===== src/lsu_pkg.sv =====
`default_nettype none

package lsu_pkg;

    typedef enum logic [1:0] {
        size_byte = 2'd1,
        size_half = 2'd2,
        size_word = 2'd3
    } lsu_size_e;

    typedef struct packed {
        logic        store;
        logic        sign;
        lsu_size_e   size;
        logic [31:0] addr;
        logic [31:0] wdata;     // right-aligned
    } lsu_req_t;

    typedef struct packed {
        logic [31:0] rdata;
        logic        err;
    } lsu_rsp_t;

    typedef struct packed {
        logic        aw_valid;
        logic [31:0] aw_addr;
        logic [2:0]  aw_prot;
        logic        w_valid;
        logic [31:0] w_data;
        logic [3:0]  w_strb;
        logic        b_ready;
        logic        ar_valid;
        logic [31:0] ar_addr;
        logic [2:0]  ar_prot;
        logic        r_ready;
    } axil_req_t;

    typedef struct packed {
        logic        aw_ready;
        logic        w_ready;
        logic        b_valid;
        logic [1:0]  b_resp;
        logic        ar_ready;
        logic        r_valid;
        logic [31:0] r_data;
        logic [1:0]  r_resp;
    } axil_rsp_t;

    localparam logic [1:0] resp_okay   = 2'b00;
    localparam logic [1:0] resp_slverr = 2'b10;
    localparam logic [1:0] resp_decerr = 2'b11;

endpackage

`default_nettype wire


===== src/clint_axil.sv =====
`timescale 1ns/1ns
`default_nettype none

module clint_axil
    import lsu_pkg::*;
(
    input  wire            clk,
    input  wire            rst_n,
    input  wire axil_req_t bus_req,
    output axil_rsp_t      bus_rsp
);

    logic [63:0] mtime_q;
    logic [31:0] hi_snap_q;
    logic [31:0] r_data_q;
    logic        r_valid_q;
    logic        aw_got_q;
    logic        w_got_q;
    logic        b_valid_q;
    logic        ar_hs, aw_hs, w_hs, wr_fire;
    logic [13:0] word_off;

    always_comb begin
        bus_rsp          = '0;
        bus_rsp.aw_ready = !aw_got_q && !b_valid_q;
        bus_rsp.w_ready  = !w_got_q && !b_valid_q;
        bus_rsp.b_valid  = b_valid_q;
        bus_rsp.b_resp   = resp_slverr;     // mtime is read only
        bus_rsp.ar_ready = !r_valid_q;
        bus_rsp.r_valid  = r_valid_q;
        bus_rsp.r_data   = r_data_q;
        bus_rsp.r_resp   = resp_okay;
    end

    assign ar_hs    = bus_req.ar_valid && bus_rsp.ar_ready;
    assign aw_hs    = bus_req.aw_valid && bus_rsp.aw_ready;
    assign w_hs     = bus_req.w_valid && bus_rsp.w_ready;
    assign wr_fire  = (aw_got_q || aw_hs) && (w_got_q || w_hs);
    assign word_off = bus_req.ar_addr[15:2];    // window is 64 KiB aligned

    always_ff @(posedge clk) begin
        if (ar_hs) begin
            case (word_off)
                14'd0: begin
                    r_data_q  <= mtime_q[31:0];
                    hi_snap_q <= mtime_q[63:32];    // keeps lo/hi pair coherent
                end
                14'd1:   r_data_q <= hi_snap_q;
                default: r_data_q <= '0;
            endcase
        end
    end

    always_ff @(posedge clk) begin
        if (!rst_n) begin
            mtime_q   <= '0;
            r_valid_q <= 1'b0;
            aw_got_q  <= 1'b0;
            w_got_q   <= 1'b0;
            b_valid_q <= 1'b0;
        end else begin
            mtime_q <= mtime_q + 64'd1;
            if (ar_hs) r_valid_q <= 1'b1;
            else if (bus_req.r_ready) r_valid_q <= 1'b0;
            if (wr_fire) begin
                aw_got_q  <= 1'b0;
                w_got_q   <= 1'b0;
                b_valid_q <= 1'b1;
            end else begin
                if (aw_hs) aw_got_q <= 1'b1;
                if (w_hs) w_got_q <= 1'b1;
                if (bus_req.b_ready) b_valid_q <= 1'b0;
            end
        end
    end

endmodule

`default_nettype wire


===== config.mk =====
export PLATFORM = sky130hd
export DESIGN_NAME = clint_axil
export DESIGN_NICKNAME = d
export VERILOG_FILES = /design/src/lsu_pkg.sv /design/src/clint_axil.sv
export SDC_FILE = /design/constraint.sdc
export NUM_CORES = 1
export LEC_CHECK = 0
export ABC_AREA = 0
export BUFFER_PORTS_ARGS = -buffer_cell sky130_fd_sc_hd__buf_2
export CELL_PAD_IN_SITES_DETAIL_PLACEMENT = 1
export CELL_PAD_IN_SITES_GLOBAL_PLACEMENT = 2
export CORE_ASPECT_RATIO = 0.5
export CORE_MARGIN = 1.5
export CORE_UTILIZATION = 30
export DETAILED_ROUTE_END_ITERATION = 10
export PLACE_DENSITY_LB_ADDON = 0.1
export SETUP_SLACK_MARGIN = 0.4
export SLEW_MARGIN = 10
export SYNTH_ARGS = -nofsm -noshare
export SYNTH_HDL_FRONTEND = slang
export SYNTH_SLANG_ARGS = --single-unit

===== constraint.sdc =====
create_clock -name clk -period 5.55 [get_ports clk]
set_input_delay 0.2775 -clock clk [delete_from_list [all_inputs] [get_ports clk]]
set_output_delay 0.2775 -clock clk [all_outputs]
set_load 0.01 [all_outputs]

; ---- Yosys cells after proc, flatten, opt, wreduce, memory -nomap -nowiden
; Index checks and enable logic that the tools add are counted.
[op_classes]
n_addsub = 1
eq_ne = 1
n_mux = 5
n_bitwise = 1
reduce_logical = 17
[op_table]
columns = operator, n
row1 = $add 64x1->64 const B, 1
row2 = $pmux 32 s2, 1
row3 = $eq 14x1->1 const B, 1
row4 = $logic_not 14->1, 1
row5 = $logic_and 1x1->1, 6
row6 = $logic_not 1->1, 4
row7 = $mux 1, 4
row8 = $reduce_bool 2->1, 2
row9 = $logic_or 1x1->1, 2
row10 = $reduce_and 2->1, 1
row11 = $reduce_or 2->1, 1
row12 = $not 1->1, 1
[totals]
register_bits = 132
in_bits = 113
out_inout_bits = 41
elab_cells = 32

; ---- Logic depth before layout (Yosys ltp)
[logic_depth]
depth_word = 6
mapped_depth = 7
ltp_nobuf = 6

; ---- Least setup slack after synthesis
; No wires, ideal clock.
[synth_path]
kind = register to register
startpoint = register r_valid_q
endpoint = register hi_snap_q[0], enable pin
setup_time_ps = 468
arrival_ps = 4306
t_required_ps = 5082
slack_ps = 776
path_stages_with_launch = 3
n_path_buf = 0
synth_period_minus_slack_ps = 4774
path_cell_list = dfxtp_1 -> nor2b_1 -> nor3b_1
[synth_between]
elab_chain_cells = 3
[synth_rtl]
columns = element, line
row1 = start: declaration, clint_axil.sv:16  ; logic r_valid_q;
row2 = start signal: assignment, clint_axil.sv:57  ; r_valid_q <= 1'b0;
row3 = start signal: assignment, clint_axil.sv:63  ; if (ar_hs) r_valid_q <= 1'b1;
row4 = start signal: assignment, clint_axil.sv:64  ; else if (bus_req.r_ready) r_valid_q <= 1'b0;
row5 = $logic_not 1->1, clint_axil.sv:29  ; bus_rsp.ar_ready = !r_valid_q;
row6 = $logic_and 1x1->1, clint_axil.sv:35  ; assign ar_hs = bus_req.ar_valid && bus_rsp.ar_ready;
row7 = via ar_hs, clint_axil.sv:20  ; logic ar_hs, aw_hs, w_hs, wr_fire;
row8 = $reduce_and 2->1 (no source line), --
row9 = end signal: assignment, clint_axil.sv:46  ; hi_snap_q <= mtime_q[63:32];
row10 = end: declaration, clint_axil.sv:14  ; logic [31:0] hi_snap_q;
; The timed path passes the listed nets, and every way through them passes these cells.
; A chain may end at the register's enable or synchronous reset.

; ---- Final worst setup path
[layout_path]
startpoint = register mtime_q[0]
endpoint = register mtime_q[56]
[layout_between]
elab_chain_cells = 1
[layout_rtl]
columns = element, line
row1 = start: declaration, clint_axil.sv:13  ; logic [63:0] mtime_q;
row2 = start signal: assignment, clint_axil.sv:62  ; mtime_q <= mtime_q + 64'd1;
row3 = $add 64x1->64, clint_axil.sv:62
; No other way between the ends.

==> impl_metrics.toml <==
[yosys]
synth_warnings = 0
yosys_register_bits = 132
synth_cell_types = 33
syn_area_mm2 = 0.00548
synthCells = 502
avgSynthCellArea_um2 = 10.9
yosysSeqAreaShare_pct = 59.9

[cts]
htreeDepth = 4
cts_resized = 0
root_buffer = "clkbuf_16"
cts_buffers = 17
clk_latency_ps = 420
post-cts-setup-buffers = 0
cts_tree = "yes"
holdBufCountCts = 0
max-clock-path-buffers = 2
cts.sinks = 132
clk_pin_slew_worst_paths_ps = 60

[global_routing]
grt_max_degree = 56
gr-total-overflow = 0
grt_pass1_vias = 3994
antenna_found_initial = 0
grt.total_usage_pct = 15.4
grt_pass1_wl_mm = 22.6

[floorplanning]
die_h_um = 98.6
die-area_mm2 = 0.0191
rows = 34
ios = 154
die_x_um = 194
start_util_pct = 31.1
fp.coreArea_mm2 = 0.0176

[setup_path]
r2r_start = "mtime_q[0]$_SDFF_PN0_"
crit_path_top_delay_cell = "or4_1"
crit_path_end_kind = "flip-flop"
start_kind = "flip-flop"
crit_buf_inv = 1
crit_family = "simple AND/OR/NAND/NOR gates"
cp.required_ps = 5890
crit_chain = "ha_1 -> nand4_1 -> nor4_2 -> buf_4 -> nand2_1 -> or4_1 -> a21oi_1"
max_stage_delay_ps = 520
crit_type = "reg -> reg"
cp.arrival_ps = 3000
critPathLaunch = "mtime_q[0]$_SDFF_PN0_"
worstPathMaxFanout = 14

[sta]
maxSlewHeadroom_pct = 53.2
setup_violations = 0
timing.final.crit_share_pct = 48.0
fmax_mhz = 376
rsz0062_at_grt = "false"
fin_crit_ps = 2660
hold_viol_final = 0
worst_pin_slew_ps = 702
slew_violations = 0
fin_skew_ps = 11.6
tns_ps = 0

[layout]
nFillCells = 1999
diodes = 0
drive_gt1_share_pct = 18.0
layout.nets = 678
utilization_pct = 37.6
syn_to_final_growth_pct = 20.9
stdcell_count = 811

[detailed_routing]
ant_nets = 0
wire_per_inst_um = 17.0
drc = 6
vias = 3952
drt_pass1_iterations = 9
drt-total-wl_mm = 13.8
avgViaCountPerCell = 4.87
drt_iter0_markers = 150

[run]
drv_cap = 0

[pwr]
power_per_cell_area_mw_per_mm2 = 340
leakage_nw = 2.37
ir_worst_vdd_mv = 0.225
p_total_mw = 2.25

[placed_design]
routabilityCongestion = 0.705
placed_cells = 779
hpwl_mm = 8.73
io_buffers = 57

[outcome]
violations = "DRC"
status = "finished with violations"

[worst_hold_path]
hp-class = "in -> reg"
hp-start = "bus_req[0]"
sequential cells by signal, summed over array words and instances (netlist names):
| register | count |
|---|---|
| aw_got_q | 1 |
| w_got_q | 1 |
| mtime_q | 64 |
| b_valid_q | 1 |
| r_data_q | 32 |
| hi_snap_q | 32 |
| r_valid_q | 1 |
cell families (layout without fill, tap and decap cells):
family | after synthesis | count (layout) | synth area share [%]
mux | 32 | 32 | 5.84
compound gates | 54 | 54 | 5.41
simple gates | 208 | 208 | 19.6
flops | 132 | 132 | 59.9
fa+ha+maj | 1 | 1 | 0.228
other cells | 2 | 4 | 0.137
buf+inv | 35 | 108 | 2.83
xor+xnor | 38 | 38 | 6.07
placed cells by master (no fill, tap or decap), types with 4 or more instances in the layout:
| master | netlist | layout |
|---|---|---|
| nor2_1 | 78 | 78 |
| dfxtp_1 | 68 | 68 |
| edfxtp_1 | 64 | 64 |
| buf_2 | 1 | 57 |
| mux2i_1 | 32 | 32 |
| a21oi_1 | 27 | 27 |
| nand4_1 | 25 | 25 |
| nand2_1 | 25 | 25 |
| xor2_1 | 22 | 22 |
| nand3_1 | 21 | 21 |
| clkbuf_16 | 0 | 17 |
| o21ai_0 | 16 | 16 |
| or3_1 | 16 | 16 |
| xnor2_1 | 16 | 16 |
| inv_1 | 10 | 10 |
| and3_1 | 8 | 8 |
| o31ai_1 | 8 | 8 |
| or4_1 | 8 | 8 |
| buf_4 | 6 | 8 |
| and2_1 | 7 | 7 |
| nor4_1 | 5 | 5 |
| nor3_1 | 5 | 5 |
| conb_1 | 2 | 4 |
| clkinv_4 | 0 | 4 |
stage by stage:
stage               instance area (µm²)  setup WS, ps  hold slack [ps]
floorplan                          5490           776              377
global placement                   6030          2950              452
detailed placement                 6030          2910              459
CTS                                6630          2830             19.2
global route                       6630          2620             34.1
finish                             6630          2890             38.5
final timing paths:
kind / depth (start not counted) / slack, ps / endpoint
min reg2reg: 0 / 480 / hi_snap_q[31]$_DFFE_PP_
max: 7 / 2890 / mtime_q[56]$_SDFF_PN0_
min: 2 / 40 / r_valid_q$_SDFFE_PN0P_
max reg2reg: 7 / 2890 / mtime_q[56]$_SDFF_PN0_
layer usage:
| metal | GRT usage, % | vias to the layer above | routed length (µm) |
|---|---|---|---|
| li1 | - | 1917 | - |
| met1 | 21.3 | 1964 | 7280 |
| met2 | 23.8 | 54 | 5910 |
| met3 | 3.46 | 17 | 425 |
| met4 | 5.77 | 0 | 152 |
| met5 | 0 | - | 0 |
report_power, final:
part	switching [mW]	leakage (nW)	internal, mW
registers	0.00834	1.16	1.03
clock network	0.455	0.283	0.678
logic	0.0496	0.927	0.0291
total	0.513	2.37	1.74
Yosys cell counts:
| cell type | count | area [µm²] |
|---|---|---|
| nor2_1 | 78 | 293 |
| dfxtp_1 | 68 | 1360 |
| edfxtp_1 | 64 | 1920 |
| mux2i_1 | 32 | 320 |
| a21oi_1 | 27 | 135 |
| nand2_1 | 25 | 93.8 |
| nand4_1 | 25 | 156 |
| xor2_1 | 22 | 193 |
| nand3_1 | 21 | 105 |
| clkbuf_1 | 17 | 63.8 |
| o21ai_0 | 16 | 80.1 |
| or3_1 | 16 | 100 |
| xnor2_1 | 16 | 140 |
| inv_1 | 10 | 37.5 |
| and3_1 | 8 | 50.1 |
| o31ai_1 | 8 | 60.1 |
| or4_1 | 8 | 60.1 |
| and2_1 | 7 | 43.8 |
| buf_4 | 6 | 45.0 |
| nor3_1 | 5 | 25.0 |
| nor4_1 | 5 | 31.3 |
| and4_1 | 3 | 26.3 |
| a211oi_1 | 2 | 15.0 |
| conb_1 | 2 | 7.51 |
| nor4_2 | 2 | 25.0 |
| nor4_4 | 2 | 42.5 |
| buf_2 | 1 | 5.00 |
| clkinv_1 | 1 | 3.75 |
| ha_1 | 1 | 12.5 |
| nor2b_1 | 1 | 6.26 |
| nor3b_1 | 1 | 7.51 |
| o22ai_1 | 1 | 6.26 |
| or2_2 | 1 | 6.26 |
layout make-up:
class                   count  area (µm²)  share of cell area (%)
clock inverters            14         154                    2.32
multi-input cells         337        2070                    31.3
clock buffers              18         439                    6.63
repair buffers             65         345                    5.21
flip-flops and latches    132        3280                    49.5
well taps                 234         293                    4.42
inverters                  11        41.3                   0.623
worst register-to-register path, stage by stage, from the launching register on:
cell     delay, ps
dfxtp_1        420
ha_1           240
nand4_1        330
nor4_2         360
buf_4          290
nand2_1        260
or4_1          520
a21oi_1        170
Power figures use the tool's default switching activity.
