### src/lsu_pkg.sv
`default_nettype none

package lsu_pkg;

    typedef enum logic [1:0] {
        size_byte = 2'd1,
        size_half = 2'd2,
        size_word = 2'd3
    } lsu_size_e;

    typedef struct packed {
        logic        store;
        logic        sign;
        lsu_size_e   size;
        logic [31:0] addr;
        logic [31:0] wdata;     // right-aligned
    } lsu_req_t;

    typedef struct packed {
        logic [31:0] rdata;
        logic        err;
    } lsu_rsp_t;

    typedef struct packed {
        logic        aw_valid;
        logic [31:0] aw_addr;
        logic [2:0]  aw_prot;
        logic        w_valid;
        logic [31:0] w_data;
        logic [3:0]  w_strb;
        logic        b_ready;
        logic        ar_valid;
        logic [31:0] ar_addr;
        logic [2:0]  ar_prot;
        logic        r_ready;
    } axil_req_t;

    typedef struct packed {
        logic        aw_ready;
        logic        w_ready;
        logic        b_valid;
        logic [1:0]  b_resp;
        logic        ar_ready;
        logic        r_valid;
        logic [31:0] r_data;
        logic [1:0]  r_resp;
    } axil_rsp_t;

    localparam logic [1:0] resp_okay   = 2'b00;
    localparam logic [1:0] resp_slverr = 2'b10;
    localparam logic [1:0] resp_decerr = 2'b11;

endpackage

`default_nettype wire

### src/lsu_xbar.sv
`timescale 1ns/1ns
`default_nettype none

module lsu_xbar
    import lsu_pkg::*;
#(
    parameter logic [31:0] sram_base       = 32'h8000_0000,
    parameter int          sram_words_log2 = 10,
    parameter logic [31:0] clint_base      = 32'h0200_0000,
    parameter logic [31:0] clint_size      = 32'h0001_0000
) (
    input  wire            clk,
    input  wire            rst_n,
    input  wire axil_req_t mst_req,
    output axil_rsp_t      mst_rsp,
    output axil_req_t      sram_req,
    input  wire axil_rsp_t sram_rsp,
    output axil_req_t      clint_req,
    input  wire axil_rsp_t clint_rsp
);

    typedef enum logic [1:0] {tgt_sram, tgt_clint, tgt_none} tgt_e;

    localparam logic [32:0] sram_bytes = 33'd4 << sram_words_log2;

    tgt_e      aw_tgt, ar_tgt, w_tgt, wr_tgt_q, rd_tgt_q;
    logic      wr_busy_q, rd_busy_q;
    logic      dec_w_q, dec_b_q, dec_r_q;
    logic      w_fwd, aw_hs, w_hs, b_hs, ar_hs, r_hs;
    logic      dec_aw_hs, dec_w_hs, dec_aw_got;
    axil_rsp_t dec_rsp, aw_sel, w_sel, b_sel, ar_sel, r_sel;

    function automatic tgt_e decode(logic [31:0] addr);
        if ({1'b0, addr - sram_base} < sram_bytes) return tgt_sram;
        if ((addr - clint_base) < clint_size) return tgt_clint;
        return tgt_none;
    endfunction

    function automatic axil_rsp_t pick(tgt_e t);
        case (t)
            tgt_sram:  return sram_rsp;
            tgt_clint: return clint_rsp;
            default:   return dec_rsp;
        endcase
    endfunction

    function automatic axil_req_t route(tgt_e t);
        axil_req_t r;
        r          = mst_req;
        r.aw_valid = mst_req.aw_valid && !wr_busy_q && aw_tgt == t;
        r.w_valid  = w_fwd && w_tgt == t;
        r.b_ready  = mst_req.b_ready && wr_busy_q && wr_tgt_q == t;
        r.ar_valid = mst_req.ar_valid && !rd_busy_q && ar_tgt == t;
        r.r_ready  = mst_req.r_ready && rd_busy_q && rd_tgt_q == t;
        return r;
    endfunction

    assign aw_tgt = decode(mst_req.aw_addr);
    assign ar_tgt = decode(mst_req.ar_addr);
    assign w_tgt  = wr_busy_q ? wr_tgt_q : aw_tgt;    // W may precede AW
    assign w_fwd  = mst_req.w_valid && (wr_busy_q || mst_req.aw_valid);

    always_comb begin
        dec_rsp          = '0;
        dec_rsp.aw_ready = 1'b1;
        dec_rsp.w_ready  = !dec_w_q && !dec_b_q;
        dec_rsp.b_valid  = dec_b_q;
        dec_rsp.b_resp   = resp_decerr;
        dec_rsp.ar_ready = 1'b1;
        dec_rsp.r_valid  = dec_r_q;
        dec_rsp.r_resp   = resp_decerr;
        sram_req         = route(tgt_sram);
        clint_req        = route(tgt_clint);
        aw_sel           = pick(aw_tgt);
        w_sel            = pick(w_tgt);
        b_sel            = pick(wr_tgt_q);
        ar_sel           = pick(ar_tgt);
        r_sel            = pick(rd_tgt_q);
        mst_rsp          = r_sel;       // r_data and r_resp
        mst_rsp.aw_ready = aw_sel.aw_ready && !wr_busy_q;
        mst_rsp.w_ready  = w_sel.w_ready && w_fwd;
        mst_rsp.b_valid  = b_sel.b_valid && wr_busy_q;
        mst_rsp.b_resp   = b_sel.b_resp;
        mst_rsp.ar_ready = ar_sel.ar_ready && !rd_busy_q;
        mst_rsp.r_valid  = r_sel.r_valid && rd_busy_q;
    end

    assign aw_hs      = mst_req.aw_valid && mst_rsp.aw_ready;
    assign w_hs       = mst_req.w_valid && mst_rsp.w_ready;
    assign b_hs       = mst_rsp.b_valid && mst_req.b_ready;
    assign ar_hs      = mst_req.ar_valid && mst_rsp.ar_ready;
    assign r_hs       = mst_rsp.r_valid && mst_req.r_ready;
    assign dec_aw_hs  = aw_hs && aw_tgt == tgt_none;
    assign dec_w_hs   = w_hs && w_tgt == tgt_none;
    assign dec_aw_got = (wr_busy_q && wr_tgt_q == tgt_none) || dec_aw_hs;

    always_ff @(posedge clk) begin
        if (!rst_n) begin
            wr_busy_q <= 1'b0;
            rd_busy_q <= 1'b0;
            wr_tgt_q  <= tgt_none;
            rd_tgt_q  <= tgt_none;
            dec_w_q   <= 1'b0;
            dec_b_q   <= 1'b0;
            dec_r_q   <= 1'b0;
        end else begin
            if (aw_hs) begin
                wr_busy_q <= 1'b1;
                wr_tgt_q  <= aw_tgt;
            end else if (b_hs) begin
                wr_busy_q <= 1'b0;
            end
            if (ar_hs) begin
                rd_busy_q <= 1'b1;
                rd_tgt_q  <= ar_tgt;
            end else if (r_hs) begin
                rd_busy_q <= 1'b0;
            end
            if (dec_w_hs) dec_w_q <= 1'b1;
            if (dec_aw_got && (dec_w_q || dec_w_hs)) begin
                dec_b_q <= 1'b1;    // both halves taken
                dec_w_q <= 1'b0;
            end else if (b_hs) begin
                dec_b_q <= 1'b0;
            end
            if (ar_hs && ar_tgt == tgt_none) dec_r_q <= 1'b1;
            else if (r_hs) dec_r_q <= 1'b0;
        end
    end

    a_ar_onehot: assert property (@(posedge clk) disable iff (!rst_n)
        $onehot0({sram_req.ar_valid, clint_req.ar_valid}));

endmodule

`default_nettype wire

### config.mk
export PLATFORM = sky130hd
export DESIGN_NAME = lsu_xbar
export DESIGN_NICKNAME = d
export VERILOG_FILES = /design/src/lsu_pkg.sv /design/src/lsu_xbar.sv
export SDC_FILE = /design/constraint.sdc
export NUM_CORES = 1
export LEC_CHECK = 0
export BUFFER_PORTS_ARGS = -buffer_cell sky130_fd_sc_hd__buf_2
export CORE_AREA = 2 2 177 179
export CTS_BUF_LIST = sky130_fd_sc_hd__clkbuf_4 sky130_fd_sc_hd__clkbuf_8 sky130_fd_sc_hd__clkbuf_16
export DETAILED_ROUTE_END_ITERATION = 10
export DIE_AREA = 0 0 179 181
export GPL_ROUTABILITY_DRIVEN = 0
export PLACE_DENSITY_LB_ADDON = 0.15
export SLEW_MARGIN = 40
export SYNTH_ARGS = -nofsm -noshare
export SYNTH_HDL_FRONTEND = slang
export SYNTH_SLANG_ARGS = --single-unit
### constraint.sdc
create_clock -name clk -period 2.2 [get_ports clk]
set_clock_uncertainty 0.2 [all_clocks]
set_input_delay 0.33 -clock clk [delete_from_list [all_inputs] [get_ports clk]]
set_output_delay 0.33 -clock clk [all_outputs]
set_load 0.1 [all_outputs]
# Word-level counts from Yosys, hierarchy flattened
# Cells that the tools add are included.
# totals
wordCells	99
register_bits	9
output_inout_bits	263
# op_classes
addsub	4
n_eq_ne	9
n_bitwise	1
n_mux	26
reduce_logical	48
n_lt_le_gt_ge	4
# op_table
cell	count
$pmux W41 S2	1
$pmux W40 S2	1
$pmux W39 S2	1
$pmux W36 S2	1
$pmux W35 S2	1
$lt A32 B13 Y1 const B	2
$lt A32 B17 Y1 const B	2
$sub A32 B26 Y32 const B	2
$sub A32 B32 Y32 const B	2
$logic_and A1 B1 Y1	31
$mux W2	9
$mux W1	12
$eq A2 B1 Y1 const B	5
$logic_not A2 Y1	5
$eq A2 B2 Y1 const B	4
$reduce_bool A2 Y1	4
$logic_not A1 Y1	4
$logic_or A1 B1 Y1	3
$reduce_or A2 Y1	1
$not A1 Y1	1

# Logic depth before layout (Yosys ltp)
# depth
ltp_word	15
depth_mapped	7
ltp_nobuf	7

# Least setup slack after synthesis
# OpenSTA, ideal clock, no wires.
# synth_path
path_type	input-to-output
startpoint	input port mst_req[103] (netlist name)
endpoint	output port clint_req[74] (netlist name)
path_buffers	0
arrival_time_ns	3.439
setup_slack_ns	-1.769
path_stages	7
t_required_ns	1.670
path_cell_list	inv_1 -> ha_1 -> xnor2_1 -> nand4b_1 -> a211o_1 -> and2_1 -> nor3_1
# synth_rtl
item	line	rtl
start, declared	lsu_xbar.sv:14	input wire axil_req_t mst_req,
end, declared	lsu_xbar.sv:18	output axil_req_t clint_req,

==> key figures <==
Power and ir drop
  – Pwr/cell area: 414.2 nW/um^2
  – Lkg Pwr: 2.033 nW
  – Clock Power Share: 17.2%
  – Seq pwr share: 9.7%
  – Psw: 0.001181 W
  – Switching Fraction: between 50 and 60%
  – Worst VDD drop: 170.6 uV
  – Gate power share: 73.1%
  – Internal: 0.0007965 W

STA
  – Final worst slack: -0.2928 ns
  – Final min period: 2.493 ns
  – Final worst-path cycle share: 113.3%
  – Final count of negative-setup-slack endpoints: 5
  – RSZ-0062 raised after global routing: yes
  – Fin. Hold Viols: 0
  – Slew @ Worst Pin: 0.4946 ns
  – Fin Hold WS: 0.2043 ns
  – Rel. slew slack: 67.25%
  – Slew Limit Fails: 0
  – FMAX: 401.2 MHz

Worst setup path
  – FF-to-FF path depth: 6
  – Data required, critical path: 1.67 ns
  – Critical path class: input pin to output pin
  – Startpoint types: input pin
  – Crit. End Element: output pin
  – Max stage delay on crit path: 0.34 ns
  – Slowest cell on crit path: o31a_1
  – Worst path cell trace: buf_12 -> inv_12 -> ha_4 -> xnor2_2 -> nand4b_1 -> o31a_1 -> mux2_4 -> o21a_4 -> buf_12
  – Buf+Inv Stages, Crit Path: 3
  – Crit Path Max Fanout: 3
  – Cell mode on critical path: buf_12
  – RR Startpoint: wr_tgt_q[0]$_SDFFE_PN0P_
  – CP Data Arrival Time: 1.96 ns
  – Top delay family on crit path: compound AO/OA/AOI/OAI gates
  – Reg2reg end: dec_b_q$_SDFFE_PN0P_
  – Cell count along the critical path: 9
  – R2R Setup Slk: 0.46 ns

Logic synthesis
  – Post-synthesis cell type count: 46
  – Avg Cell Area, Syn: 7.319 sq um
  – Synth Register Bits: 9
  – Top FF cell, synth: dfxtp_1
  – Area leader, netlist: buf_4
  – Syn_nets: approximately 600
  – Post-synth EDFFs: 0
  – Dominant cells by area after synthesis: buf_4, mux2i_1, dfxtp_1
  – Sequential area share after synthesis: 6.079%
  – Post-synthesis instance area: 2964 sq um
  – Synthesis Warnings: 0
  – Async SR Flop Fraction: 0%
  – Post-synthesis cell count: 405
  – Top-area cell type share of the netlist area: 53.69%

Finish
  – Post-layout instance area: 4775 sq um
  – Finished Layout Cells: 890
  – Area Overhead vs Synth: 61.08%
  – Post-layout util: 15.73%
  – Share of cells above drive strength 1: 76.88%
  – Final net count: 691

CTS
  – CTS clk-pin slew, worst paths: 0.04 ns
  – Insertion delay to the later sink of the worst-skew pair: between 0.2 and 0.25 ns
  – Hold_buf cts: 0
  – CTS max path bufs: 2
  – CTS tree: yes
  – Root Buffer: clkbuf_16
  – # H-tree levels: 1
  – Clock sink count: 9
  – CTS buffer count: 3

Detailed routing
  – First-pass DRT Iterations: 3
  – WL per Instance: between 10 and 15 um
  – Vias per inst: 3.055
  – Number of DRC markers in iteration 0: 48
  – Post-route ant nets: 0
  – Via count: 2,719
  – Routed WL: roughly 11 mm
  – Residual DRC: 0

Global routing
  – Remaining global-route overflow: 0
  – Pin count of the biggest net entering global routing: 25
  – Total global-route track usage: 6.002%
  – Initial antenna violation count: 1
  – First-pass GRT wire length: 14.81 mm
  – Vias in the first global route: 2,581

Placed design
  – Placed Cells: 880
  – Port Buffers: 259
  – Detail Placement HPWL: around 9.6 mm
  – Post-Place Worst Slack: -0.5676 ns
  – Post-DP Area: 4370 sq um

Die
  – Die Y: 181 um
  – Die area: ~32,000 sq um
  – Initial core utilization: 9.767%
  – Ports: around 460
  – Core Rows: 64
  – Core ar.: 30,350 sq um
  – Chip Width: 179 um

Hold path
  – Worst hold endpoint: rd_tgt_q[0]$_SDFFE_PN0P_
  – Worst min path class: input pin to flip-flop
  – Hold Path Stages: 3
  – Hold path start: rst_n

Run
  – Max Cap Viol: 0

Outcome
  – Failing checks: setup timing
  – Status: finished, violations left
==> cells by family after synthesis <==
kind of cell             share of synthesized area, %
flip-flops                                      6.078
buffers and inverters                           56.61
multiplexers                                    12.20
AO/OA/AOI/OAI                                   8.359
XOR/XNOR                                       0.5911
adder cells (fa/ha/maj)                        0.8441
AND/OR/NAND/NOR                                 15.32
==> layout make-up <==
class	count	area, sq um
Sequential cell	9	187.7
Antenna cell	1	2.502
Tap cell	396	495.5
Fill cell	3420	25570
Multi-Input combinational cell	162	1595
Clock buffer	4	82.58
Timing Repair Buffer	307	2350
Inverter	11	61.31
==> stage by stage <==
step | setup TNS (ns) | total power, W
3_3_place_gp | -2.996 | 0.001594
3_5_place_dp | -2.918 | 0.001586
5_1_grt | -1.213 | 0.002052
4_1_cts | -0.9179 | 0.001981
6_report | -0.7948 | 0.001978
2_1_floorplan | -5.504 | 0.002419
==> worst max-delay path by stage <==
stage	slack, ns	endpoint	startpoint
floorplan	-0.55	clint_req[74]	mst_req[104]
global placement	-0.58	mst_rsp[39]	mst_req[104]
detailed placement	-0.57	mst_rsp[39]	mst_req[104]
CTS	-0.29	mst_rsp[39]	mst_req[103]
global route	-0.35	mst_rsp[39]	mst_req[103]
finish	-0.29	mst_rsp[39]	mst_req[104]
==> metal layers <==
layer / track usage (%) / routed length [um] / up-vias
met5: 0 / 0 / -
met4: 2.504 / 269 / 0
met3: 1.473 / 1019 / 37
met2: 11.00 / 5682 / 189
met1: 6.469 / 3914 / 1186
li1: - / - / 1307
==> registers in the layout (all words and copies together), names as in the netlist <==
signal	flops
dec_b_q	1
dec_r_q	1
dec_w_q	1
rd_busy_q	1
rd_tgt_q	2
wr_busy_q	1
wr_tgt_q	2
==> power by group through the flow <==
stage                     registers, W  clock network (W)  logic (W)
after CTS                     0.000194           0.000348    0.00144
after global routing          0.000194           0.000362    0.00150
final                         0.000192           0.000340    0.00145
after detailed placement      0.000196                  0    0.00139
after global placement        0.000196                  0    0.00140
after floorplan               0.000181                  0    0.00224
==> tightest hold or removal path, cell delays in order <==
cell and delay (ns):
buf_2 0.14, nand2_1 0.07, mux2i_1 0.06
==> cells in the final DEF (no fill, tap or decap), types with 2 or more instances in the layout <==
cell type  count
clkbuf_4       8
nand3b_1       2
dfxtp_1        7
nand2_1        6
o31a_1         2
a21oi_1        7
buf_12        41
nor2_4        28
nand3_2        2
buf_2        205
o22ai_4        2
nor4_4         7
buf_4         44
inv_1          8
o21ai_0        6
nor3b_4        2
clkbuf_16      3
nor3_4         6
dfxtp_4        2
nand2b_1       2
nor2b_1        7
buf_8          2
buf_6          8
a211o_1        6
mux2i_1       32
nor2_1        10
mux2i_2        3
nand4_1        2
==> cell usage after synthesis, drive strengths merged (2+ instances only) <==
| cell | n |
|---|---|
| nand4 | 2 |
| a211o | 6 |
| o21ai | 6 |
| mux2i | 35 |
| nor2 | 39 |
| inv | 11 |
| nand3 | 3 |
| dfxtp | 9 |
| clkbuf | 6 |
| nor4 | 8 |
| nand3b | 2 |
| buf | 217 |
| nand2b | 2 |
| o22ai | 2 |
| ha | 2 |
| nand2 | 8 |
| nor3b | 2 |
| nor2b | 8 |
| nor3 | 6 |
| o31a | 2 |
| a21oi | 8 |
==> timing repair <==
action                                  4_1_cts  5_1_grt
pin swaps                                    16        5
setup buffers                                 3        2
gates resized for setup                      43       24
endpoints found under the setup margin        9       19
hold endpoints to repair                      0        0
(Power assumes the default switching activity.)
