`src/lsu_pkg.sv`:
```
`default_nettype none

package lsu_pkg;

    typedef enum logic [1:0] {
        size_byte = 2'd1,
        size_half = 2'd2,
        size_word = 2'd3
    } lsu_size_e;

    typedef struct packed {
        logic        store;
        logic        sign;
        lsu_size_e   size;
        logic [31:0] addr;
        logic [31:0] wdata;     // right-aligned
    } lsu_req_t;

    typedef struct packed {
        logic [31:0] rdata;
        logic        err;
    } lsu_rsp_t;

    typedef struct packed {
        logic        aw_valid;
        logic [31:0] aw_addr;
        logic [2:0]  aw_prot;
        logic        w_valid;
        logic [31:0] w_data;
        logic [3:0]  w_strb;
        logic        b_ready;
        logic        ar_valid;
        logic [31:0] ar_addr;
        logic [2:0]  ar_prot;
        logic        r_ready;
    } axil_req_t;

    typedef struct packed {
        logic        aw_ready;
        logic        w_ready;
        logic        b_valid;
        logic [1:0]  b_resp;
        logic        ar_ready;
        logic        r_valid;
        logic [31:0] r_data;
        logic [1:0]  r_resp;
    } axil_rsp_t;

    localparam logic [1:0] resp_okay   = 2'b00;
    localparam logic [1:0] resp_slverr = 2'b10;
    localparam logic [1:0] resp_decerr = 2'b11;

endpackage

`default_nettype wire

```
`src/lsu.sv`:
```
`timescale 1ns/1ns
`default_nettype none

module lsu
    import lsu_pkg::*;
(
    input  wire            clk,
    input  wire            rst_n,
    input  wire            req_valid,
    output logic           req_ready,
    input  wire lsu_req_t  req,
    output logic           rsp_valid,
    input  wire            rsp_ready,
    output lsu_rsp_t       rsp,
    output axil_req_t      bus_req,
    input  wire axil_rsp_t bus_rsp
);

    typedef enum logic [1:0] {
        st_idle,
        st_addr,
        st_wait,
        st_resp
    } state_e;

    state_e      state_q;
    lsu_req_t    req_q;
    logic        ar_valid_q;
    logic        aw_valid_q;
    logic        w_valid_q;
    logic        err_q;
    logic [31:0] rword_q;
    logic        req_hs;
    logic        r_hs;
    logic        b_hs;
    logic        bad_align;
    logic        addr_pend;
    logic [3:0]  strb;
    logic [4:0]  shamt;
    logic [31:0] rshift;

    assign req_ready = (state_q == st_idle);
    assign rsp_valid = (state_q == st_resp);
    assign req_hs    = req_valid && req_ready;
    assign r_hs      = bus_rsp.r_valid && bus_req.r_ready;
    assign b_hs      = bus_rsp.b_valid && bus_req.b_ready;

    // any valid still waiting after this cycle
    assign addr_pend = (ar_valid_q && !bus_rsp.ar_ready) ||
                       (aw_valid_q && !bus_rsp.aw_ready) ||
                       (w_valid_q && !bus_rsp.w_ready);

    always_comb begin
        case (req.size)
            size_byte: bad_align = 1'b0;
            size_half: bad_align = req.addr[0];
            size_word: bad_align = |req.addr[1:0];
            default:   bad_align = 1'b1;    // no such width
        endcase
    end

    always_comb begin
        case (req_q.size)
            size_byte: strb = 4'b0001 << req_q.addr[1:0];
            size_half: strb = req_q.addr[1] ? 4'b1100 : 4'b0011;
            default:   strb = 4'b1111;
        endcase
    end

    assign shamt = {req_q.addr[1:0], 3'b000};

    always_comb begin
        bus_req          = '0;          // prot stays unprivileged data
        bus_req.aw_valid = aw_valid_q;
        bus_req.aw_addr  = req_q.addr;
        bus_req.w_valid  = w_valid_q;
        bus_req.w_data   = req_q.wdata << shamt;
        bus_req.w_strb   = strb;
        bus_req.b_ready  = (state_q == st_wait);
        bus_req.ar_valid = ar_valid_q;
        bus_req.ar_addr  = req_q.addr;
        bus_req.r_ready  = (state_q == st_wait);
    end

    always_ff @(posedge clk) begin
        if (!rst_n) begin
            state_q    <= st_idle;
            ar_valid_q <= 1'b0;
            aw_valid_q <= 1'b0;
            w_valid_q  <= 1'b0;
            err_q      <= 1'b0;
        end else begin
            if (bus_rsp.ar_ready) ar_valid_q <= 1'b0;
            if (bus_rsp.aw_ready) aw_valid_q <= 1'b0;
            if (bus_rsp.w_ready) w_valid_q <= 1'b0;
            case (state_q)
                st_idle: begin
                    if (req_hs && bad_align) begin
                        state_q <= st_resp;     // refused, no bus access
                        err_q   <= 1'b1;
                    end else if (req_hs) begin
                        state_q    <= st_addr;
                        err_q      <= 1'b0;
                        ar_valid_q <= !req.store;
                        aw_valid_q <= req.store;
                        w_valid_q  <= req.store;
                    end
                end
                st_addr: begin
                    if (!addr_pend) state_q <= st_wait;
                end
                st_wait: begin
                    if (r_hs) begin
                        err_q   <= (bus_rsp.r_resp != resp_okay);
                        state_q <= st_resp;
                    end else if (b_hs) begin
                        err_q   <= (bus_rsp.b_resp != resp_okay);
                        state_q <= st_resp;
                    end
                end
                default: begin
                    if (rsp_ready) state_q <= st_idle;
                end
            endcase
        end
    end

    always_ff @(posedge clk) begin
        if (req_hs) begin
            req_q   <= req;
            rword_q <= '0;      // stores report zero data
        end
        if (r_hs) rword_q <= bus_rsp.r_data;
    end

    assign rshift = rword_q >> shamt;

    always_comb begin
        rsp.err = err_q;
        case (req_q.size)
            size_byte: rsp.rdata = {{24{req_q.sign & rshift[7]}}, rshift[7:0]};
            size_half: rsp.rdata = {{16{req_q.sign & rshift[15]}}, rshift[15:0]};
            default:   rsp.rdata = rshift;
        endcase
    end

    a_one_in_flight: assert property (@(posedge clk) disable iff (!rst_n)
        req_hs |=> !req_ready until (rsp_valid && rsp_ready));

    a_strb_nonzero: assert property (@(posedge clk) disable iff (!rst_n)
        bus_req.w_valid |-> bus_req.w_strb != 4'b0000);

endmodule

`default_nettype wire

```
`config.mk`:
```
export PLATFORM = sky130hd
export DESIGN_NAME = lsu
export DESIGN_NICKNAME = d
export VERILOG_FILES = /design/src/lsu_pkg.sv /design/src/lsu.sv
export SDC_FILE = /design/constraint.sdc
export NUM_CORES = 1
export LEC_CHECK = 0
export BUFFER_PORTS_ARGS = -buffer_cell sky130_fd_sc_hd__buf_2
export CAP_MARGIN = 40
export CORE_MARGIN = 2
export CORE_UTILIZATION = 42
export CTS_CLUSTER_DIAMETER = 30
export DETAILED_ROUTE_END_ITERATION = 6
export PLACE_DENSITY = 0.74
export SYNTH_ARGS = -nofsm -noshare
export SYNTH_HDL_FRONTEND = slang
export SYNTH_SLANG_ARGS = --single-unit
```
`constraint.sdc`:
```
create_clock -name clk -period 7.8 [get_ports clk]
set_clock_uncertainty 0.1 [all_clocks]
set_input_delay 1.56 -clock clk [delete_from_list [all_inputs] [get_ports clk]]
set_output_delay 1.56 -clock clk [all_outputs]
set_load 0.01 [all_outputs]
```
* Word-level counts from Yosys, hierarchy flattened *
Index checks and enable logic that the tools add are counted.

word-level totals
  register bits = 105
  bits of input ports = 113
  output and inout bits = 146
  logic and storage cells = 78

operators by class
  equal/unequal tests = 11
  shifts and indexed selects = 3
  muxes and demuxes = 30
  bitwise gates (word level) = 2
  reductions and logical operators = 22

operator list
  kind                                              number
  two-way mux 32 bit                                2
  one-hot mux 32 bit (2 select lines)               1
  << shifter 32 x 5 -> 32 bit                       1
  right shift 32 x 5 -> 32 bit                      1
  two-way mux 1 bit                                 16
  two-way mux 2 bit                                 6
  == test 2 bit (second input constant)             5
  one-hot mux 4 bit (2 select lines)                1
  nonzero test 2 bit                                4
  logical AND 1 bit                                 7
  == test 2 x 1 -> 1 bit (second input constant)    3
  != test 3 x 1 -> 1 bit (second input constant)    2
  one-hot mux 2 bit (3 select lines)                1
  zero test 1 bit                                   4
  two-way mux 4 bit                                 1
  AND reduction 4 bit                               1
  nonzero test 4 bit                                1
  << shifter 1 x 2 -> 4 bit (first input constant)  1
  one-hot mux 1 bit (3 select lines)                1
  AND reduction 3 bit                               1
  AND 1 bit                                         2
  zero test 2 bit                                   1
  logical OR 1 bit                                  2
  != test 2 bit (second input constant)             1
  2 further kinds                                   2

* Longest topological paths before layout *
Gate-level depths: netlist of the first run.

  word-level depth = 6
  depth in mapped cells = 7
  gate-level depth less buffers = 6

* Worst setup path before layout of the first run *
OpenSTA, ideal clock, no wires.

  path type = input-to-reg
  from = input port req_valid
  to = register aw_valid_q
  arrival = 3383 ps
  required time = 7624 ps
  setup slack = 4242 ps
  stages on the path = 4
  path through = nand2_1 inv_1 nand3b_1 a21boi_0

between the ends
  cells in the longest elaborated chain, start to end = 4
  elaborated cells between the ends (all ways) = 5
  classes of those cells = 3 x mux; 2 x reduce/logical

RTL lines
  item                                                           RTL line               RTL
  from (decl)                                                    lsu.sv:9               input wire req_valid,
  logical AND 1 bit *                                            lsu.sv:44              assign req_hs = req_valid && req_ready;
  via req_hs                                                     lsu.sv:33              logic req_hs;
  two-way mux 1 bit / logical AND 1 bit (equally long branches)  lsu.sv:101, lsu.sv:98
  two-way mux 1 bit *                                            lsu.sv:98              if (req_hs && bad_align) begin
  two-way mux 1 bit *                                            lsu.sv:96              case (state_q)
  to (signal assigned)                                           lsu.sv:105             aw_valid_q <= req.store;
  to (decl)                                                      lsu.sv:29              logic aw_valid_q;

Mark *: on every way through the listed nets, which the timed path passes. The rest lies on a longest branch.
A chain may end at the register's enable or synchronous reset.

==> summary.txt, run 1 <==
Post-synthesis sequential area ratio: 57.1%
Worst path required time: 6.14 ns
Critical path fanouts, max: 57
DRT Wirelength: 13300 um
Worst R2R Setup Slack: 5.56 ns
Design area: 6630 um^2
Starting Density: 42.9%
Htree depth: 3
Inserted Diodes: 0
Fin nets: 758
Layout cells sized above 1: 43.2%
Setup TNS: 0 ns
Final min period: 4.78 ns
Fin. max-slew vios: 0
I/O pin count: 259
Via/cell ratio: 4.98
TritonCTS clock tree: built
WL/cell: 16.3 um
Die X: 118 um
Largest area contributor in the netlist: edfxtp_1
Total grt overflow: 0
Die Y: 118 um
Number of synthesized flops with an enable pin: 99
Final count of negative-setup-slack endpoints: 0
Final Hold Fails: 0
Gpl congestion: 0.914
Hold Buf Count CTS: 0
Largest net degree at the start of global routing: 69
Ranking of synthesized cells by area: edfxtp_1 55%, buf_4 10%, mux2i_1 6.3%
Worst skew pair latency: 0.35 ns
CP max stage cell: edfxtp_1
Run status: complete, no violations
Area grow syn2layout: 22.3%
Mapped Cells: 463
Global-route wire length before repair: 20200 um
Synth async-reset ratio: 0%
Count leader, synth: edfxtp_1
Worst-margin pin slew: 0.867 ns
Number of global-route vias before repair: 3892
CP Capture Type: primary output
Final period utilization: 61.3%
Pwr Total: 2.15 mW
Headroom to the max-slew limit: 42.2%
Final design utilization: 52.5%
ANT nets after route: 0
Root buffer cell: clkbuf_16
Crit start category: flop
Pre-antenna DRT Iters: 4
Post-Syn Area: 5420 um^2
Max Freq: 0.209 GHz
Clock buffer depth: 2
Number of remaining DRC errors: 0
Routed vias: 4061
Resized cells post-CTS: 0
Initial antenna violation count: 0
Synth warnings: 0
RSZ-0062 raised after global routing: false
Die area: 13800 um^2
Non-Filler Instances: 815
Seq cells post-synth: 105
Top-area cell type share of the netlist area: 54.9%
Placed cells: 799
GR Util All Layers: 18.8%
Area post-placement: 6300 um^2
Drt initial violations: 284
IO Port Bufs: 252
Syn Area/Cell: 11.7 um^2
Row count: 41
Power density cells: 325 nW/um^2
Clock Sinks: 105
Top cells by count, synth: 99 x edfxtp_1, 75 x buf_4, 34 x mux2i_1
Postcts setup bufs: 0
CP Class: reg2out
Worst-path clk slew: 0.07 ns
Worst EP arrival: 3.12 ns
Delay of the slowest critical-path stage: 0.72 ns
Worst vdd ir: 0.154 mV
Commonest register cell after synthesis: edfxtp_1
Total CTS buffers: 9
Post-DP HPWL: 9880 um
Worst min-delay path category: reg2reg
Core area: 12600 um^2
Crit path cell chain: buf_4 > mux4_2 > and3_4 > a31oi_4 > o21ai_0 > buf_2
LEAKAGE: 3.09 nW
Max-cap violations: 0
Library cells used by synthesis: 33
area by class of cell:
class | count | area, um^2
clock buffers | 12 | 246
repair buffers | 258 | 1330
multi-input cells | 258 | 1650
fillers | 1143 | 5990
clock inverters | 4 | 76.3
well taps | 172 | 215
inverters | 6 | 22.5
flip-flops and latches | 105 | 3090
worst paths after layout:
check | start | end | depth (start not counted)
worst min register to register | state_q[0] | state_q[0] | 2
worst min-delay path | state_q[0] | state_q[0] | 2
worst max register to register | state_q[0] | aw_valid_q | 7
worst max-delay path | bus_req[4] | rsp[22] | 6
layer usage:
metal	vias up	GRT usage, %	routed length [um]
met5	-	0	0
met4	0	9.56	387
met3	29	3.97	857
met2	175	29.9	6390
met1	1928	24.2	5660
li1	1929	-	-
per-stage QoR:
| stage | worst slack, ns | hold slack (ns) |
|---|---|---|
| floorplan | 4.24 | 0.387 |
| global placement | 3.54 | 0.399 |
| detailed placement | 3.39 | 0.437 |
| CTS | 2.99 | 0.447 |
| global route | 2.78 | 0.478 |
| finish | 3.02 | 0.451 |
layout by cell type (no fill, tap or decap), types with 7 or more instances in the layout:
cell,count
mux2i_1,34
a211oi_1,17
nand2_1,31
clkbuf_16,9
and3_1,32
o21ai_0,30
nor2_1,21
edfxtp_1,99
nor2b_1,24
a21oi_1,26
and2_1,8
ha_1,7
buf_2,252
sequential cells by signal, summed over array words and instances, names as in the netlist:
| register | flops |
|---|---|
| ar_valid_q | 1 |
| state_q | 2 |
| rword_q | 32 |
| req_q | 35 |
| aw_valid_q | 1 |
| err_q | 1 |
| bus_req | 32 |
| w_valid_q | 1 |
critical path: cells and delay by family (launching register included):
| kind | cells | cell delay [ns] |
|---|---|---|
| compound gates | 2 | 0.52 |
| buf+inv | 2 | 0.86 |
| flops | 1 | 0.72 |
| mux | 1 | 0.43 |
| simple gates | 1 | 0.19 |
power by group:
| group | switching (mW) | internal [mW] |
|---|---|---|
| clock network | 0.197 | 0.292 |
| registers | 0.0909 | 0.805 |
| logic | 0.466 | 0.301 |
kinds of logic (layout without fill, tap and decap cells):
family / count (synthesis) / in the layout / share of synthesized area, %
simple gates: 124 / 124 / 12.0
fa+ha+maj: 7 / 7 / 1.62
buf+inv: 105 / 280 / 12.9
compound gates: 86 / 86 / 9.67
flops: 105 / 105 / 57.1
other cells: 1 / 6 / 0.0692
mux: 35 / 35 / 6.70
Power figures use the tool's default switching activity.
==> run 2: changes to the inputs <==
Settings changed: PLACE_DENSITY 0.74 to 0.77.
Clock period 7.8 ns to 4.3 ns, I/O delays scaled along.
==> run 2 against run 1 <==
Effect of this change: first-iteration DRC count down 33%; design area decreased by 0.40%; sequential share of layout area increased by 0.19 points; die area is the same; non-clock buffer count is 3 higher; critical path type unchanged; wire length up 2.3%.
==> summary.txt, run 2 (synthesized netlist as in run 1, its figures left out) <==
Run status: complete, no violations
CP Capture Type: primary output
Inserted Diodes: 0 (unchanged)
TritonCTS clock tree: built
Crit path cell chain: buf_4 > mux4_2 > and3_4 > a31oi_4 > o21ai_0 > buf_2
DRT Wirelength: 13600 um (+2.3%)
Root buffer cell: clkbuf_16
Critical path fanouts, max: 26 (-54%)
Worst skew pair latency: 0.34 ns (about the same)
Largest register FFs: 35 (unchanged)
Headroom to the max-slew limit: 48.4% (+6.2 points)
Row count: 41 (unchanged)
Worst min-delay path category: reg2reg
ANT nets after route: 0 (unchanged)
Gr busiest metal: met2
Global-route wire length before repair: 20700 um (+2.5%)
Die X: 118 um (unchanged)
Clock buffer depth: 2 (unchanged)
Final Hold Fails: 0 (unchanged)
Total grt overflow: 0 (unchanged)
Setup TNS: 0 ns (unchanged)
CP max stage cell: mux4_2
Postcts setup bufs: 0 (unchanged)
Top reg by flops: req_q
Drt initial violations: 191 (-33%)
Crit start category: flop
Htree depth: 3 (unchanged)
Largest net degree at the start of global routing: 63 (-8.7%)
Pre-antenna DRT Iters: 4 (unchanged)
Final period utilization: 79.1%
M3 GR Usage: 3.05% (-0.92 points)
Commonest non-fill, non-tap cell in the layout: buf_2
I/O pin count: 259 (unchanged)
Area post-placement: 6310 um^2 (about the same)
Design area: 6600 um^2 (-0.40%)
Worst hold path stage count: 2 (unchanged)
Number of remaining DRC errors: 0 (unchanged)
Via/cell ratio: 4.91 (-1.4%)
Number of global-route vias before repair: 3990 (+2.5%)
GR Util All Layers: 19.1% (+0.34 points)
Initial antenna violation count: 0 (unchanged)
Fin. max-slew vios: 0 (unchanged)
Most frequent cells in the layout: 252 x buf_2, 99 x edfxtp_1, 34 x mux2i_1
Gpl congestion: 0.916 (+0.26%)
Die area: 13800 um^2 (unchanged)
Delay of the slowest critical-path stage: 0.39 ns (-0.33 ns)
Final worst slack: 0.900 ns (-2.12 ns)
Starting Density: 42.9% (unchanged)
Worst EP arrival: 2.44 ns (-0.68 ns)
Hold Buf Count CTS: 0 (unchanged)
Die Y: 118 um (unchanged)
Resized cells post-CTS: 0 (unchanged)
Layout cells sized above 1: 43.7% (+0.42 points)
LEAKAGE: 3.10 nW (+0.12%)
Worst path required time: 3.34 ns (-2.80 ns)
Clock Sinks: 105 (unchanged)
Placement Setup Slack: 1.28 ns (-2.12 ns)
Core area: 12600 um^2 (unchanged)
Power density cells: 581 nW/um^2 (+79%)
Max Freq: 0.294 GHz
RSZ-0062 raised after global routing: false
Worst-margin pin slew: 0.765 ns (-0.102 ns)
Post-DP HPWL: 10400 um (+5.6%)
WL/cell: 16.6 um (+2.0%)
Met1 Usage GRT: 25.3% (+1.0 points)
Fin nets: 761 (+0.40%)
IO Port Bufs: 252 (unchanged)
Worst vdd ir: 0.262 mV (+70%)
Met2 Usage GRT: 31.3% (+1.4 points)
Final count of negative-setup-slack endpoints: 0 (unchanged)
Area grow syn2layout: 21.8%
Worst-path clk slew: 0.07 ns (about the same)
Total CTS buffers: 9 (unchanged)
Final min period: 3.40 ns
Reg2Reg Depth: 5 (-2)
Routed vias: 4020 (-1.0%)
CP Class: reg2out
Max-cap violations: 0 (unchanged)
==> run 2: routing by layer <==
layer  vias to the layer above  wire [um]  share of wire [%]
li1                       1933          -                  -
met3                        17        706                5.2
met1                      1918       6020                 44
met4                         0        284                2.1
met5                         -          0                  0
met2                       152       6610                 49
==> run 2: metrics by stage <==
step                util [%]  hold slack (ns)  instances  power, mW
finish                  52.3            0.449        818       3.83
global route            52.3            0.459        818       4.03
CTS                     52.3            0.444        818       3.87
detailed placement      50.0            0.432        802       3.04
global placement        50.0            0.400        802       3.01
floorplan                  -            0.387        468       2.59
==> run 2: worst max-delay path: cells and delay by family (launching register included) <==
family / cells / cell delay, ns
buffers and inverters: 2 / 0.53
AO/OA/AOI/OAI: 2 / 0.61
multiplexers: 1 / 0.39
flip-flops: 1 / 0.38
AND/OR/NAND/NOR: 1 / 0.20
==> run 2: path summary, 6_finish.rpt <==
kind              slack [ns]  startpoint    endpoint
setup / recovery        0.90  bus_req[4]     rsp[23]
hold / removal          0.45  state_q[0]  state_q[0]
setup reg to reg        2.18  state_q[1]  bus_req[8]
hold reg to reg         0.45  state_q[0]  state_q[0]
==> run 2: area by class of cell <==
| cell class | instances | area, um^2 |
|---|---|---|
| fillers | 1136 | 6020 |
| flip-flops and latches | 105 | 3090 |
| repair buffers | 261 | 1330 |
| well taps | 172 | 215 |
| clock inverters | 7 | 68.8 |
| multi-input cells | 258 | 1650 |
| clock buffers | 9 | 225 |
| inverters | 6 | 22.5 |
==> run 2: where the power goes <==
group	leakage, nW	internal, mW	switching (mW)
clock network	0.149	0.453	0.367
registers	1.00	1.46	0.159
logic	1.95	0.543	0.854
